`src/hdl/mul_pkg.sv`:
```
package mul_pkg;

    // word widths
    typedef logic signed [31:0] operand_t;  // operand / multiplicand
    typedef logic signed [63:0] product_t;  // full two's-complement product
    typedef logic [31:0]        half_t;     // one half of the product register

    // one Booth step per multiplier bit
    localparam int NUM_ITER = 32;

    // iteration counter width
    localparam int CNT_W = 6;

    // controller states
    // ACCUM never sits in the state register, it marks an EVAL cycle that writes
    typedef enum logic [2:0] {
        IDLE,
        LOAD,
        EVAL,
        ACCUM,
        SHIFT,
        FINISH
    } booth_state_t;

endpackage

```
`src/hdl/booth_datapath.sv`:
```
`timescale 1ns/100ps

module booth_datapath
    import mul_pkg::*;
(
    input  logic     clk,
    input  logic     rst,
    input  operand_t a,
    input  operand_t b,
    input  logic     load_ops,    // capture operands, clear accumulator
    input  logic     acc_en,      // write add/sub result to upper half
    input  logic     sub_sel,     // 1: subtract multiplicand
    input  logic     shift_en,    // arithmetic right shift by one
    output logic [1:0] booth_pair,
    output product_t product
);

    operand_t mcand_q;        // multiplicand
    half_t    acc_hi_q;       // accumulator, upper half of product
    half_t    mul_lo_q;       // multiplier, lower half of product
    logic     extra_bit_q;    // bit shifted out below bit 0
    logic     guard_bit_q;    // sign of the widened partial sum

    logic [32:0] addend;      // multiplicand or its one's complement, sign extended
    logic [32:0] sum_wide;    // 33-bit add/sub result

    // multiplicand only changes on load
    always_ff @(posedge clk) begin
        if (load_ops) begin
            mcand_q <= a;
        end
    end

    // single adder/subtractor
    // subtract by inverting the addend and feeding sub_sel as carry in
    always_comb begin
        addend   = {mcand_q[31], mcand_q} ^ {33{sub_sel}};
        sum_wide = {guard_bit_q, acc_hi_q} + addend + {32'd0, sub_sel};
    end

    // product register, extra bit and guard bit
    //
    // the upper half can grow by one bit during an accumulate (most negative
    // multiplicand).  guard_bit_q keeps that bit so the following shift
    // brings in the true sign.  after the shift the value fits 32 bits again,
    // so guard_bit_q then equals bit 63.
    always_ff @(posedge clk) begin
        if (rst) begin
            acc_hi_q    <= '0;
            mul_lo_q    <= '0;
            extra_bit_q <= 1'b0;
            guard_bit_q <= 1'b0;
        end else if (load_ops) begin
            acc_hi_q    <= '0;
            mul_lo_q    <= b;
            extra_bit_q <= 1'b0;
            guard_bit_q <= 1'b0;
        end else if (acc_en) begin
            acc_hi_q    <= sum_wide[31:0];
            guard_bit_q <= sum_wide[32];
        end else if (shift_en) begin
            acc_hi_q    <= {guard_bit_q, acc_hi_q[31:1]};  // sign extend
            mul_lo_q    <= {acc_hi_q[0], mul_lo_q[31:1]};
            extra_bit_q <= mul_lo_q[0];                  // old bit 0
        end
    end

    // recoding pair: 10 subtract, 01 add, 00/11 nothing
    assign booth_pair = {mul_lo_q[0], extra_bit_q};

    // register shown directly
    assign product = {acc_hi_q, mul_lo_q};

    // controller never asks for an accumulate and a shift in one cycle
    a_no_acc_and_shift: assert property (
        @(posedge clk) disable iff (rst)
        !(acc_en && shift_en)
    ) else $error("acc_en and shift_en high together");

endmodule

```
`src/hdl/booth_ctrl.sv`:
```
`timescale 1ns/100ps

module booth_ctrl
    import mul_pkg::*;
(
    input  logic       clk,
    input  logic       rst,
    input  logic       start,
    input  logic [1:0] booth_pair,
    output logic       load_ops,
    output logic       acc_en,
    output logic       sub_sel,
    output logic       shift_en,
    output logic       busy,
    output logic       done
);

    booth_state_t state_q;
    booth_state_t state_d;
    booth_state_t step;          // state_q with the accumulate cycle made visible

    logic [CNT_W-1:0] cnt_q;     // iterations left after the current one
    logic             accepted;  // start seen while not busy
    logic             need_write;

    // pair 01 or 10 means an add or a subtract
    assign need_write = booth_pair[1] ^ booth_pair[0];

    // accumulate folded into EVAL
    assign step = (state_q == EVAL && need_write) ? ACCUM : state_q;

    assign accepted = start && !busy;

    // state register
    always_ff @(posedge clk) begin
        if (rst) begin
            state_q <= IDLE;
        end else begin
            state_q <= state_d;
        end
    end

    // next state
    always_comb begin
        state_d = state_q;
        case (state_q)
            IDLE: begin
                if (accepted) begin
                    state_d = LOAD;
                end
            end
            LOAD:  state_d = EVAL;
            EVAL:  state_d = SHIFT;
            SHIFT: begin
                if (cnt_q == '0) begin
                    state_d = FINISH;
                end else begin
                    state_d = EVAL;
                end
            end
            FINISH: begin
                // busy is already low here, so a start is taken
                if (accepted) begin
                    state_d = LOAD;
                end else begin
                    state_d = IDLE;
                end
            end
            default: state_d = IDLE;
        endcase
    end

    // iteration counter, counts down from NUM_ITER-1
    always_ff @(posedge clk) begin
        if (rst) begin
            cnt_q <= '0;
        end else if (state_q == LOAD) begin
            cnt_q <= CNT_W'(NUM_ITER - 1);
        end else if (state_q == SHIFT && cnt_q != '0) begin
            cnt_q <= cnt_q - 1'b1;
        end
    end

    // strobes decoded from the step
    assign load_ops = (step == LOAD);
    assign acc_en   = (step == ACCUM);
    assign sub_sel  = (step == ACCUM) && (booth_pair == 2'b10);
    assign shift_en = (step == SHIFT);
    assign busy     = step inside {LOAD, EVAL, ACCUM, SHIFT};
    assign done     = (step == FINISH);

    // done is a single-cycle pulse
    a_done_pulse: assert property (
        @(posedge clk) disable iff (rst)
        done |=> !done
    ) else $error("done longer than one cycle");

    // busy drops in the done cycle
    a_done_busy: assert property (
        @(posedge clk) disable iff (rst)
        done |-> $fell(busy)
    ) else $error("done without busy falling");

    // a load only follows an accepted start
    a_load_after_start: assert property (
        @(posedge clk) disable iff (rst)
        load_ops |-> $past(accepted)
    ) else $error("load_ops without accepted start");

endmodule

```
`src/hdl/booth_multiplier.sv`:
```
`timescale 1ns/100ps

module booth_multiplier
    import mul_pkg::*;
(
    input  logic     clk,
    input  logic     rst,
    input  logic     start,    // one-cycle pulse
    input  operand_t a,        // multiplicand
    input  operand_t b,        // multiplier
    output product_t product,
    output logic     busy,
    output logic     done      // one-cycle pulse, product valid
);

    // controller to datapath
    logic load_ops;
    logic acc_en;
    logic sub_sel;
    logic shift_en;

    // datapath to controller
    logic [1:0] booth_pair;

    // sequencing
    booth_ctrl ctrl_i (
        .clk        (clk),
        .rst        (rst),
        .start      (start),
        .booth_pair (booth_pair),
        .load_ops   (load_ops),
        .acc_en     (acc_en),
        .sub_sel    (sub_sel),
        .shift_en   (shift_en),
        .busy       (busy),
        .done       (done)
    );

    // registers and add/sub
    booth_datapath datapath_i (
        .clk        (clk),
        .rst        (rst),
        .a          (a),
        .b          (b),
        .load_ops   (load_ops),
        .acc_en     (acc_en),
        .sub_sel    (sub_sel),
        .shift_en   (shift_en),
        .booth_pair (booth_pair),
        .product    (product)
    );

endmodule

```
`config.mk`:
```
export PLATFORM = sky130hd
export DESIGN_NAME = booth_multiplier
export DESIGN_NICKNAME = d
export VERILOG_FILES = /design/src/hdl/mul_pkg.sv /design/src/hdl/booth_datapath.sv /design/src/hdl/booth_ctrl.sv /design/src/hdl/booth_multiplier.sv
export SDC_FILE = /design/constraint.sdc
export NUM_CORES = 1
export LEC_CHECK = 0
export BUFFER_PORTS_ARGS = -buffer_cell sky130_fd_sc_hd__buf_2
export CORE_ASPECT_RATIO = 0.9
export CORE_MARGIN = 1
export CORE_UTILIZATION = 55
export DETAILED_ROUTE_END_ITERATION = 8
export GPL_ROUTABILITY_DRIVEN = 0
export PLACE_DENSITY = 0.8
export SYNTH_ARGS = -nofsm -noshare
export SYNTH_HDL_FRONTEND = slang
export SYNTH_SLANG_ARGS = --single-unit
```
`constraint.sdc`:
```
create_clock -name clk -period 4.1 [get_ports clk]
set_clock_uncertainty 0.05 [all_clocks]
set_input_delay 0.615 -clock clk [delete_from_list [all_inputs] [get_ports clk]]
set_output_delay 0.615 -clock clk [all_outputs]
set_load 0.01 [all_outputs]
```
=== After elaboration in Yosys (flattened, before gate mapping) ===
Index checks and enable logic that the tools add are counted.

* Flip-flop bits (word level): 107
* Input bits: 67
* Output and inout port bits: 66
* Word-level logic and storage cells: 54

* Add/sub/neg operators: 3
* Equality and inequality tests: 12
* Mux-type cells: 12
* Bitwise gates (word level): 3
* Reductions and logical operators: 16

{| class="wikitable"
|+ Operator list
! kind !! number
|-
| $mux W32 || 5
|-
| $add A33 B1 Y33 || 1
|-
| $add A33 B33 Y33 || 1
|-
| $xor A33 B33 Y33 || 1
|-
| $pmux W3 S5 || 1
|-
| $eq A3 B3 Y1 const B || 4
|-
| $mux W5 || 2
|-
| $eq A3 B2 Y1 const B || 3
|-
| $mux W3 || 3
|-
| $eq A3 B1 Y1 const B || 2
|-
| $logic_not A6 Y1 || 1
|-
| $reduce_bool A2 Y1 || 3
|-
| $reduce_bool A6 Y1 || 1
|-
| $sub A6 B1 Y6 const B || 1
|-
| $logic_and A1 B1 Y1 || 4
|-
| $ne A2 B1 Y1 const B || 2
|-
| $reduce_and A2 Y1 || 2
|-
| $reduce_bool A4 Y1 || 1
|-
| $reduce_or A2 Y1 || 2
|-
| $logic_not A3 Y1 || 1
|-
| $eq A2 B2 Y1 const B || 1
|-
| $logic_not A1 Y1 || 1
|-
| $mux W1 || 1
|-
| $not A1 Y1 || 1
|-
| $xor A1 B1 Y1 || 1
|}

=== Depth between registers and ports, before layout ===
Gate-level depths: netlist (run 1).

* Depth after elaboration: 9
* Depth in mapped cells: 16

=== Modules after synthesis ===
A second synthesis (run 1) with hierarchy kept.

* Cells, all modules: 688
* Area, all modules: 6,418.7 um2

{| class="wikitable"
|+ Modules (own cells, without submodules)
! module !! instances !! cells each !! area an instance (um2)
|-
| booth_datapath || 1 || 623 || 5,839.4
|-
| booth_ctrl || 1 || 65 || 579.3
|}

=== Least setup slack after synthesis (run 1) ===
OpenSTA, ideal clock, no wires.

* Path kind: flip-flop to flip-flop
* Start point: register datapath_i.mul_lo_q[0]
* End point: register datapath_i.guard_bit_q
* Arrival: 3,558 ps
* Setup slack: 362 ps
* Cell stages (with the launch flop): 16
* Clock period less this slack: 3,738 ps
* Cell sequence: dfxtp_1 > ha_1 > a21oi_1 > nand2_1 > buf_1 > nor2_1 > a21oi_1 > fa_1 > nor2b_1 > o31ai_1 > a31o_2 > o21ai_1 > a211oi_1 > or4_1 > o2111ai_1 > o31ai_1

* Longest elaborated chain between the ends: 8
* Elaborated cells on any way between the ends: 11

{| class="wikitable"
|+ RTL lines
! item !! RTL line !! text
|-
| start: declaration || booth_datapath.sv:20 || <nowiki>half_t mul_lo_q;</nowiki>
|-
| start signal: assignment || booth_datapath.sv:63 || <nowiki>mul_lo_q <= {acc_hi_q[0], mul_lo_q[31:1]};</nowiki>
|-
| $xor A1 B1 Y1 || booth_ctrl.sv:27 || <nowiki>assign need_write = booth_pair[1] ^ booth_pair[0];</nowiki>
|-
| $logic_and A1 B1 Y1 || booth_ctrl.sv:30 || <nowiki>assign step = (state_q == EVAL && need_write) ? ACCUM : state_q;</nowiki>
|-
| $mux W3 || booth_ctrl.sv:30 ||
|-
| $eq A3 B2 Y1 || booth_ctrl.sv:86, booth_ctrl.sv:87 ||
|-
| $logic_and A1 B1 Y1 || booth_ctrl.sv:87 || <nowiki>assign sub_sel = (step == ACCUM) && (booth_pair == 2'b10);</nowiki>
|-
| $xor A33 B33 Y33 || booth_datapath.sv:37 || <nowiki>addend = {mcand_q[31], mcand_q} ^ {33{sub_sel}};</nowiki>
|-
| $add A33 B33 Y33 || booth_datapath.sv:38 || <nowiki>sum_wide = {guard_bit_q, acc_hi_q} + addend + {32'd0, sub_sel};</nowiki>
|-
| $add A33 B1 Y33 || booth_datapath.sv:38 ||
|-
| end signal: assignment || booth_datapath.sv:60 || <nowiki>guard_bit_q <= sum_wide[32];</nowiki>
|-
| end: declaration || booth_datapath.sv:22 || <nowiki>logic guard_bit_q;</nowiki>
|}

Parallel ways exist; a longest one is shown, timed or not.
A chain may end at the register's enable or synchronous reset.

=== Final worst setup path (run 1) ===
* Start point: register datapath_i.mul_lo_q[0]
* End point: register datapath_i.acc_hi_q[22]

* Longest elaborated chain between the ends: 9
* Elaborated cells on any way between the ends: 14

{| class="wikitable"
|+ RTL lines
! item !! RTL line !! text
|-
| $xor A1 B1 Y1 || booth_ctrl.sv:27 ||
|-
| $logic_and A1 B1 Y1 || booth_ctrl.sv:30 ||
|-
| $mux W3 || booth_ctrl.sv:30 ||
|-
| $eq A3 B2 Y1 || booth_ctrl.sv:86, booth_ctrl.sv:87 ||
|-
| $logic_and A1 B1 Y1 || booth_ctrl.sv:87 ||
|-
| $xor A33 B33 Y33 || booth_datapath.sv:37 ||
|-
| $add A33 B33 Y33 || booth_datapath.sv:38 ||
|-
| $add A33 B1 Y33 || booth_datapath.sv:38 ||
|-
| $mux W32 || booth_datapath.sv:58 || <nowiki>end else if (acc_en) begin</nowiki>
|-
| end signal: assignment || booth_datapath.sv:59 || <nowiki>acc_hi_q <= sum_wide[31:0];</nowiki>
|-
| end signal: assignment || booth_datapath.sv:62 || <nowiki>acc_hi_q <= {guard_bit_q, acc_hi_q[31:1]};</nowiki>
|-
| end: declaration || booth_datapath.sv:19 || <nowiki>half_t acc_hi_q;</nowiki>
|}

Parallel ways exist; a longest one is shown, timed or not.

==> summary.txt, run 1 <==
Outcome
  – Outcome: finished, final reports clean

Route
  – Vias per std cell: between 5 and 6
  – Drt pass-1 iters: 5
  – Detailed-route DRC error count: 0
  – Routed WL per cell: between 15 and 20 µm
  – Antenna Nets Post-Route: 0
  – DRT Wirelength: 15,200 µm
  – Via Count: between 5,000 and 6,000
  – Initial DRC Count: 440

Floorplan
  – Die area: approximately 12,000 µm²
  – Initial core utilization: a little under three fifths
  – Core Box Area: 10,900 µm²
  – Die H: just over 100 µm
  – DIE WIDTH: between 100 and 150 µm
  – Top-level I/O count: around 130
  – Core Rows: 36

Timing
  – Worst setup margin: ~0.2 ns
  – Slew HR: between 40% and 50%
  – Ratio of final minimum period to clock period: 95.2%
  – # setup viols final: 0
  – Final Hold Fails: 0
  – WHS: 0.380 ns
  – Setup TNS Final: 0 ns
  – Slew Viols, Final: 0
  – Fmax: roughly 260 MHz
  – Slew @ Worst Pin: 0.782 ns
  – Final min period: between 3 and 4 ns

Worst setup path
  – Critical Path AT: 4.06 ns
  – Max FO, Critical Path: 17
  – Setup Crit Path Kind: reg -> reg
  – Worst R2R Start: datapath_i.mul_lo_q[0]
  – Crit path from: datapath_i.mul_lo_q[0]
  – Crit path capture type: register
  – CP Launch Type: register
  – Worst EP required: about 4.3 ns

Placement
  – Dpl hpwl: between 10,000 and 15,000 µm
  – Port buffer count: 132
  – DP Worst Slack: around 0.19 ns

GRT
  – Busiest grt layer: met2
  – Met3 global-route usage: roughly 6.2%
  – Met1 Use GR: about a third
  – Vias in the first global route: about 5,000
  – All-Layer GR Usage: a little over a quarter
  – Total gr overflow: 0
  – Largest net degree at the start of global routing: 70
  – Met2 usage: a little over two fifths
  – First-pass GRT wire length: between 20,000 and 25,000 µm
  – Number of antenna violations at the first check in global routing: 0

Clock network
  – H-tree depth: 3
  – Total CTS buffers: 9
  – CTS clk-pin slew, worst paths: about 0.070 ns
  – CTS tree: built
  – Clk root buf: clkbuf_16
  – Clk sink count: ~110
  – Cts hold-fix bufs: 0
  – Worst-Skew Late Latency: 0.35 ns
  – Clk buf depth: 2

Finish
  – Inserted Diodes: 0
  – Share of cells above drive strength 1: between 20% and 30%
  – Final net count: ~870
  – Synth-to-Final Area Change: 17.1%

Job
  – Max Cap Violations: 0

Logic synthesis
  – Yosys warns: 0
  – Async S/R FF share, synth: 0%
  – Distinct cell type count after synthesis: 64
  – Post-synth net total: ~760
  – Seq cells post-synth: between 100 and 150
  – Cells after Synth: roughly 660
  – Register area share after synthesis: 39.9%
  – Post-synth EDFFs: 32
  – Syn_area_per_cell: around 9.4 µm²
  – Post-Syn Area: around 6200 µm²
  – Synth Flop Type: dfxtp_1

Min path
  – Hold_sp: a[31]
  – Hold Path Class: in -> reg

Pwr
  – Leakage: around 3 nW
  – PwrDens: ~340 nW/µm²
  – Peak VDD IR: roughly 0.29 mV
==> cell families (layout without fill, tap and decap cells) <==
family | after synthesis | in the layout | share of synthesized area (%)
compound gates | 210 | 210 | 23.5
flops | 107 | 107 | 39.9
xor+xnor | 62 | 62 | 8.80
simple gates | 160 | 160 | 11.9
mux | 34 | 34 | 5.54
buf+inv | 46 | 167 | 2.88
fa+ha+maj | 36 | 36 | 7.42
==> cell usage after synthesis (all sizes together), types with 15 or more instances <==
master	number	area share, %
o21ai	22	1.8
xnor2	49	7.0
nor2	65	4.0
a21oi	47	3.8
a21o	15	1.8
mux2i	33	5.4
ha	35	7.1
nand2	42	2.6
a211oi	38	4.6
edfxtp	32	16
clkbuf	27	1.6
dfxtp	75	24
a22oi	28	3.4
==> through the flow <==
| step | total power, mW | cell area [µm²] | cells | utilization (%) |
|---|---|---|---|---|
| global placement | 1.64 | 6950 | 912 | 64.0 |
| detailed placement | 1.66 | 6950 | 912 | 64.0 |
| CTS | 2.47 | 7220 | 928 | 66.5 |
| floorplan | 1.52 | 6170 | 655 | - |
| finish | 2.45 | 7230 | 928 | 66.6 |
| global route | 2.56 | 7230 | 928 | 66.6 |
==> flip-flops by register name, summed over array words and instances (netlist names) <==
| name | count |
|---|---|
| ctrl_i.cnt_q | 6 |
| datapath_i.extra_bit_q | 1 |
| datapath_i.mcand_q | 32 |
| datapath_i.guard_bit_q | 1 |
| datapath_i.mul_lo_q | 32 |
| ctrl_i.state_q | 3 |
| datapath_i.acc_hi_q | 32 |
==> metal layers <==
layer	share of wire (%)	up-vias
met5	0	-
met4	1.6	0
met3	6.1	20
met2	49	190
met1	44	2644
li1	-	2664
==> cell usage in the layout, fill, tap and decap left out, types with 7 or more instances in the layout <==
cell type and n:
xor2_1 13, clkbuf_16 9, ha_1 35, buf_4 9, xnor2_1 49, a211oi_1 38
nor2_1 64, edfxtp_1 32, and2_1 8, a31oi_1 7, o21ai_0 16, a21oi_1 47
dfxtp_1 75, a22oi_1 28, o22ai_1 11, buf_2 132, nand2_1 42, mux2i_1 33
a21o_1 15, inv_1 9
==> critical path, stage by stage (launching register included) <==
cell,delay (ns)
dfxtp_1,0.33
ha_1,0.36
a21oi_1,0.21
nand2_1,0.13
buf_4,0.25
xnor2_1,0.24
ha_1,0.32
a2111oi_1,0.54
o21ai_1,0.15
o21ai_0,0.13
o21ai_2,0.17
a311o_1,0.41
a21oi_1,0.20
xor2_1,0.17
o22ai_1,0.10
==> report_power, final <==
group | switching [mW] | leakage (nW) | internal [mW]
sequential | 0.0525 | 0.906 | 1.16
clock | 0.396 | 0.134 | 0.416
combinational | 0.248 | 1.96 | 0.179
total | 0.697 | 3.00 | 1.76
==> area by class of cell <==
type / count / area [µm²]
Inverter: 10 / 37.5
Tap cell: 152 / 190
Sequential cell: 107 / 2460
Clock inverter: 5 / 37.5
Multi-Input combinational cell: 502 / 3540
Clock buffer: 11 / 233
Timing Repair Buffer: 141 / 728
Fill cell: 907 / 3630
==> final timing paths <==
| kind | to | slack [ns] | cells after the start |
|---|---|---|---|
| setup reg to reg | datapath_i.acc_hi_q[22] | 0.20 | 14 |
| hold / removal | datapath_i.mcand_q[31] | 0.38 | 1 |
| hold reg to reg | datapath_i.guard_bit_q | 0.48 | 2 |
| setup / recovery | datapath_i.acc_hi_q[22] | 0.20 | 14 |
==> what timing repair did <==
item,CTS,global route
setup buffers,0,0
setup endpoints to repair,0,5
gates resized for setup,0,2
No activity file was read; power rests on OpenSTA's default activity.
==> run 2, diff against run 1 <==
--- a/config.mk
+++ b/config.mk
@@ -11,6 +11,7 @@
 export CORE_UTILIZATION = 55
 export DETAILED_ROUTE_END_ITERATION = 8
 export GPL_ROUTABILITY_DRIVEN = 0
+export MAX_ROUTING_LAYER = met4
 export PLACE_DENSITY = 0.8
 export SYNTH_ARGS = -nofsm -noshare
 export SYNTH_HDL_FRONTEND = slang
==> run 2 against run 1 <==
  * Sequential cell count unchanged
  * Critical path depth unchanged
  * Die area unchanged
  * Critical endpoint unchanged
  * Largest cell class unchanged
==> summary.txt, run 2 (synthesized netlist as in run 1, its figures left out) <==
Worst setup path
  – Crit-path max cell delay: 0.50 ns (was 0.54 ns)
  – R2R depth: 14 (unchanged)
  – Worst R2R Start: datapath_i.mul_lo_q[0] (unchanged)
  – Crit path to: datapath_i.acc_hi_q[22] (unchanged)
  – Crit path capture type: register (unchanged)
  – Worst-path cell chain: ha_1, a21oi_1, nand2_1, buf_4, xnor2_1, ha_1, a2111oi_1, o21ai_1, o21ai_0, o21ai_2, a311o_1, a21oi_1, xor2_1, o22ai_1 (unchanged)
  – Worst EP required: 4.26 ns (about the same)
  – Worst flop-to-flop path endpoint: datapath_i.acc_hi_q[22] (unchanged)
  – Slowest-stage cell, CP: a2111oi_1 (unchanged)
  – Critical Path AT: 4.02 ns (was 4.06 ns)
  – Crit path from: datapath_i.mul_lo_q[0] (unchanged)
  – Setup Crit Path Kind: reg -> reg (unchanged)
  – Flop-to-flop setup slack: 0.24 ns (was 0.20 ns)
  – Max FO, Critical Path: 17 (unchanged)
  – CP Launch Type: register (unchanged)

Finish
  – Synth-to-Final Area Change: 17.1% (unchanged)
  – Commonest non-fill, non-tap cells in the layout: 132 x buf_2, 75 x dfxtp_1, 64 x nor2_1 (unchanged)
  – Biggest regs: datapath_i.acc_hi_q (32), datapath_i.mcand_q (32), datapath_i.mul_lo_q (32) (unchanged)
  – Final net count: 874 (unchanged)
  – Inserted Diodes: 0 (unchanged)
  – Share of cells above drive strength 1: 21.8% (unchanged)
  – Most common cell after layout, fill and taps aside: buf_2 (unchanged)

Timing
  – Worst setup margin: 0.241 ns (was 0.198 ns)
  – Fmax: 259 MHz (was 256 MHz)
  – Final min period: 3.86 ns (was 3.90 ns)
  – Slew HR: 47.9% (about the same)
  – Slew Viols, Final: 0 (unchanged)
  – Setup TNS Final: 0 ns (unchanged)
  – Slew @ Worst Pin: 0.781 ns (was 0.782 ns)
  – # setup viols final: 0 (unchanged)
  – Final Hold Fails: 0 (unchanged)
  – Ratio of final minimum period to clock period: 94.1% (was 95.2%)

GRT
  – Met1 Use GR: 34.1% (was 34.2%)
  – Busiest grt layer: met2 (unchanged)
  – Met2 usage: 43.9% (was 43.8%)
  – Largest net degree at the start of global routing: 70 (unchanged)
  – Vias in the first global route: 5,075 (was 5,084)
  – All-Layer GR Usage: 27.2% (was 26.4%)
  – Met3 global-route usage: 6.11% (was 6.23%)
  – First-pass GRT wire length: 24,200 µm (about the same)
  – Number of antenna violations at the first check in global routing: 0 (unchanged)
  – Total gr overflow: 0 (unchanged)

Min path
  – Hold Path Class: in -> reg (unchanged)
  – Hold depth: 1 (unchanged)

Placement
  – Port buffer count: 132 (unchanged)
  – DP Worst Slack: 0.190 ns (unchanged)
  – Dpl hpwl: 10,700 µm (unchanged)

Floorplan
  – Initial core utilization: 56.8% (unchanged)
  – Die H: 102 µm (unchanged)
  – DIE WIDTH: 114 µm (unchanged)
  – Die area: 11,600 µm² (unchanged)
  – Core Box Area: 10,900 µm² (unchanged)
  – Core Rows: 36 (unchanged)
  – Top-level I/O count: 133 (unchanged)

Outcome
  – Outcome: finished, final reports clean (unchanged)

Route
  – Antenna Nets Post-Route: 0 (unchanged)
  – Routed WL per cell: 16.4 µm (about the same)
  – Drt pass-1 iters: 5 (unchanged)
  – Vias per std cell: 5.89 (was 5.95)
  – Initial DRC Count: 433 (was 440)
  – Via Count: 5,464 (was 5,518)
  – Detailed-route DRC error count: 0 (unchanged)
  – DRT Wirelength: 15,200 µm (about the same)

Pwr
  – Comb pwr share: 17.4% (about the same)
  – PwrDens: 340 nW/µm² (about the same)
  – P_int: 1.76 mW (about the same)
  – Switch Pwr: 0.697 mW (about the same)
  – Sw frac: 28.4% (about the same)
  – Peak VDD IR: 0.295 mV (was 0.294 mV)
  – Leakage: 3.00 nW (unchanged)
  – Clk network pwr share: 33.1% (about the same)
  – Sequential power share: 49.5% (about the same)

Clock network
  – H-tree depth: 3 (unchanged)
  – Clk sink count: 107 (unchanged)
  – Post-CTS Setup Bufs: 0 (unchanged)
  – Total CTS buffers: 9 (unchanged)
  – Worst-Skew Late Latency: 0.35 ns (about the same)
  – Clk root buf: clkbuf_16 (unchanged)
  – CTS tree: built (unchanged)
  – CTS clk-pin slew, worst paths: 0.07 ns (about the same)
  – Clk buf depth: 2 (unchanged)

Job
  – Max Cap Violations: 0 (unchanged)
-- run 2: cell counts in the layout (fill, tap and decap cells not counted) --
Identical to the previous run, type by type.
-- run 2: layer usage --
metal / vias up / routed length [µm]
met2: 180 / 7300
met3: 20 / 840
met4: 0 / 248
met1: 2599 / 6830
li1: 2665 / -
met5: - / 0
-- run 2: layout make-up --
cell class	instances	area, µm²
fillers	907	3630
clock buffers	11	233
flip-flops and latches	107	2460
multi-input cells	502	3540
well taps	152	190
inverters	10	37.5
repair buffers	141	728
clock inverters	5	37.5
-- run 2: power groups by stage --
stage | Sequential, mW | Combinational, mW | Clock, mW
after floorplan | 1.25 | 0.270 | 0
after global placement | 1.23 | 0.408 | 0
after detailed placement | 1.24 | 0.421 | 0
after CTS | 1.21 | 0.426 | 0.825
after global routing | 1.22 | 0.473 | 0.863
final | 1.21 | 0.427 | 0.813
-- run 2: critical path, delay by kind of cell (launching register included) --
kind / cells / cell delay [ns]
XOR/XNOR: 2 / 0.41
AND/OR/NAND/NOR: 1 / 0.13
AO/OA/AOI/OAI: 8 / 1.86
adder cells (fa/ha/maj): 2 / 0.68
flip-flops: 1 / 0.33
buffers and inverters: 1 / 0.25
-- run 2: worst min path at each step --
stage | startpoint | endpoint
2_1_floorplan | datapath_i.guard_bit_q | datapath_i.guard_bit_q
3_3_place_gp | datapath_i.guard_bit_q | datapath_i.guard_bit_q
3_5_place_dp | datapath_i.guard_bit_q | datapath_i.guard_bit_q
4_1_cts | a[1] | datapath_i.mcand_q[1]
5_1_grt | a[14] | datapath_i.mcand_q[14]
6_report | a[31] | datapath_i.mcand_q[31]
-- run 2: timing repair --
| item | in CTS | in global routing |
|---|---|---|
| setup endpoints to repair | 0 | 5 |
| gates resized for setup | 0 | 2 |
| hold buffers | 0 | 0 |
-- run 2: through the flow --
step / area (µm²) / power [mW] / util, % / hold WS, ns / cells
after detailed placement: 6950 / 1.66 / 64.0 / 0.468 / 912
final: 7230 / 2.45 / 66.6 / 0.382 / 928
after global routing: 7230 / 2.56 / 66.6 / 0.368 / 928
after global placement: 6950 / 1.64 / 64.0 / 0.451 / 912
after CTS: 7220 / 2.47 / 66.5 / 0.372 / 928
after floorplan: 6170 / 1.52 / - / 0.433 / 655
==> run 3, diff against run 2 <==
--- a/config.mk
+++ b/config.mk
@@ -9,6 +9,7 @@
 export CORE_ASPECT_RATIO = 0.9
 export CORE_MARGIN = 1
 export CORE_UTILIZATION = 55
+export CTS_BUF_LIST = sky130_fd_sc_hd__clkbuf_16
 export DETAILED_ROUTE_END_ITERATION = 8
 export GPL_ROUTABILITY_DRIVEN = 0
 export MAX_ROUTING_LAYER = met4
==> run 3 against run 2 <==
  * Non-clock buffer count stayed put
  * First-iteration DRC count stayed put
  * Die area stayed put
  * Core utilization stayed put
  * Hold slack better by 0.00096 ns
  * Sequential power hardly changed
  * Count of clock-buffer cells in the layout is 2 lower
  * Critical path depth stayed put
  * Sequential cell count stayed put
  * Critical path type unchanged
==> summary.txt, run 3 (synthesized netlist as in run 1, its figures left out) <==
Clock network
  – Post-CTS Setup Bufs: 0 (unchanged)
  – Clk sink count: 107 (unchanged)
  – CTS clk-pin slew, worst paths: 0.07 ns (about the same)
  – H-tree depth: 3 (unchanged)
  – Worst-Skew Late Latency: 0.35 ns (about the same)
  – Clk root buf: clkbuf_16 (unchanged)
  – Post-cts gate resize count: 0 (unchanged)
  – Clk buf depth: 2 (unchanged)
  – Cts hold-fix bufs: 0 (unchanged)
  – Total CTS buffers: 9 (unchanged)
  – CTS tree: built (unchanged)

Timing
  – Ratio of final minimum period to clock period: 94.2% (was 94.1%)
  – Slew HR: 48.1% (was 47.9%)
  – Final min period: 3.86 ns (about the same)
  – Slew @ Worst Pin: 0.779 ns (was 0.781 ns)
  – Fmax: 259 MHz (about the same)
  – Slew Viols, Final: 0 (unchanged)
  – # setup viols final: 0 (unchanged)
  – Final Hold Fails: 0 (unchanged)

Route
  – Drt pass-1 iters: 5 (unchanged)
  – DRT Wirelength: 15,200 µm (about the same)
  – Antenna Nets Post-Route: 0 (unchanged)
  – Routed WL per cell: 16.4 µm (about the same)
  – Via Count: 5,466 (was 5,464)
  – Initial DRC Count: 433 (unchanged)
  – Vias per std cell: 5.89 (about the same)
  – Detailed-route DRC error count: 0 (unchanged)

Pwr
  – Peak VDD IR: 0.295 mV (about the same)
  – Sequential power share: 49.6% (was 49.5%)
  – Leakage: 3.01 nW (was 3.00 nW)
  – Comb pwr share: 17.4% (about the same)
  – Switch Pwr: 0.696 mW (was 0.697 mW)
  – Clk network pwr share: 33.0% (was 33.1%)
  – P_int: 1.75 mW (was 1.76 mW)
  – PwrDens: 339 nW/µm² (was 340 nW/µm²)
  – Sw frac: 28.4% (about the same)

Placement
  – Placed inst area: 6950 µm² (unchanged)
  – Port buffer count: 132 (unchanged)
  – Dpl hpwl: 10,700 µm (unchanged)

Finish
  – Share of cells above drive strength 1: 21.8% (unchanged)
  – Most common cell after layout, fill and taps aside: buf_2 (unchanged)
  – Commonest non-fill, non-tap cells in the layout: 132 x buf_2, 75 x dfxtp_1, 64 x nor2_1 (unchanged)
  – Fin area: 7230 µm² (unchanged)
  – Synth-to-Final Area Change: 17.1% (unchanged)
  – Post-layout util: 66.6% (unchanged)
  – Inserted Diodes: 0 (unchanged)
  – Biggest regs: datapath_i.acc_hi_q (32), datapath_i.mcand_q (32), datapath_i.mul_lo_q (32) (unchanged)
  – Final net count: 874 (unchanged)

Worst setup path
  – Critical Path AT: 4.02 ns (about the same)
  – Crit path capture type: register (unchanged)
  – Top delay family on crit path: compound AO/OA/AOI/OAI gates (unchanged)
  – Worst-path cell chain: ha_1, a21oi_1, nand2_1, buf_4, xnor2_1, ha_1, a2111oi_1, o21ai_1, o21ai_0, o21ai_2, a311o_1, a21oi_1, xor2_1, o22ai_1 (unchanged)
  – Critical path buffers and inverters: 1 (unchanged)
  – Worst EP required: 4.26 ns (about the same)
  – Crit-path max cell delay: 0.50 ns (about the same)
  – Max FO, Critical Path: 17 (unchanged)
  – Setup Crit Path Kind: reg -> reg (unchanged)
  – CP Launch Type: register (unchanged)
  – Slowest-stage cell, CP: a2111oi_1 (unchanged)

GRT
  – Vias in the first global route: 5,075 (unchanged)
  – First-pass GRT wire length: 24,200 µm (unchanged)
  – Total gr overflow: 0 (unchanged)
  – Largest net degree at the start of global routing: 70 (unchanged)
  – Number of antenna violations at the first check in global routing: 0 (unchanged)
  – All-Layer GR Usage: 27.2% (unchanged)

Floorplan
  – Core Box Area: 10,900 µm² (unchanged)
  – Initial core utilization: 56.8% (unchanged)
  – Core Rows: 36 (unchanged)
  – Die area: 11,600 µm² (unchanged)
  – DIE WIDTH: 114 µm (unchanged)
  – Top-level I/O count: 133 (unchanged)
  – Die H: 102 µm (unchanged)

Min path
  – Hold Path Class: in -> reg (unchanged)

Outcome
  – Outcome: finished, final reports clean (unchanged)

Job
  – Max Cap Violations: 0 (unchanged)
run 3: changes by cell type in the layout (fill, tap and decap cells not counted), sizes merged:
| cell | change |
|---|---|
| clkbuf | -2 |
| inv | +2 |
run 3: cell type report:
| type | instances | area (µm²) |
|---|---|---|
| well taps | 152 | 190 |
| repair buffers | 141 | 728 |
| flip-flops and latches | 107 | 2460 |
| clock buffers | 9 | 225 |
| multi-input cells | 502 | 3540 |
| fillers | 907 | 3630 |
| inverters | 10 | 37.5 |
| clock inverters | 7 | 45.0 |
run 3: final timing paths:
| path | from | endpoint | depth (start not counted) | slack (ns) |
|---|---|---|---|---|
| min reg2reg | datapath_i.guard_bit_q | datapath_i.guard_bit_q | 2 | 0.48 |
| max | datapath_i.mul_lo_q[0] | datapath_i.acc_hi_q[22] | 14 | 0.24 |
| min | a[1] | datapath_i.mcand_q[1] | 1 | 0.38 |
| max reg2reg | datapath_i.mul_lo_q[0] | datapath_i.acc_hi_q[22] | 14 | 0.24 |
run 3: power groups by stage:
stage / logic [mW] / clock network, mW / registers (mW)
6_report: 0.426 / 0.808 / 1.21
5_1_grt: 0.473 / 0.858 / 1.22
4_1_cts: 0.426 / 0.821 / 1.21
3_5_place_dp: 0.421 / 0 / 1.24
3_3_place_gp: 0.408 / 0 / 1.23
2_1_floorplan: 0.270 / 0 / 1.25
run 3: through the flow:
stage          setup slack, ns  hold slack, ns  power, mW  instances  setup TNS, ns
6_report                 0.239           0.383       2.45        928              0
5_1_grt                -0.0180           0.368       2.55        928        -0.0364
4_1_cts                  0.160           0.372       2.46        928              0
3_5_place_dp             0.190           0.468       1.66        912              0
3_3_place_gp             0.313           0.451       1.64        912              0
2_1_floorplan            0.362           0.433       1.52        655              0
run 3: metal layers:
layer  track usage (%)  part of all wire [%]  vias up
met2              43.9                    48      184
met5                 -                     0        -
met1              34.1                    45     2603
li1                  -                     -     2661
met4              8.60                   1.5        0
met3              6.11                   5.6       18
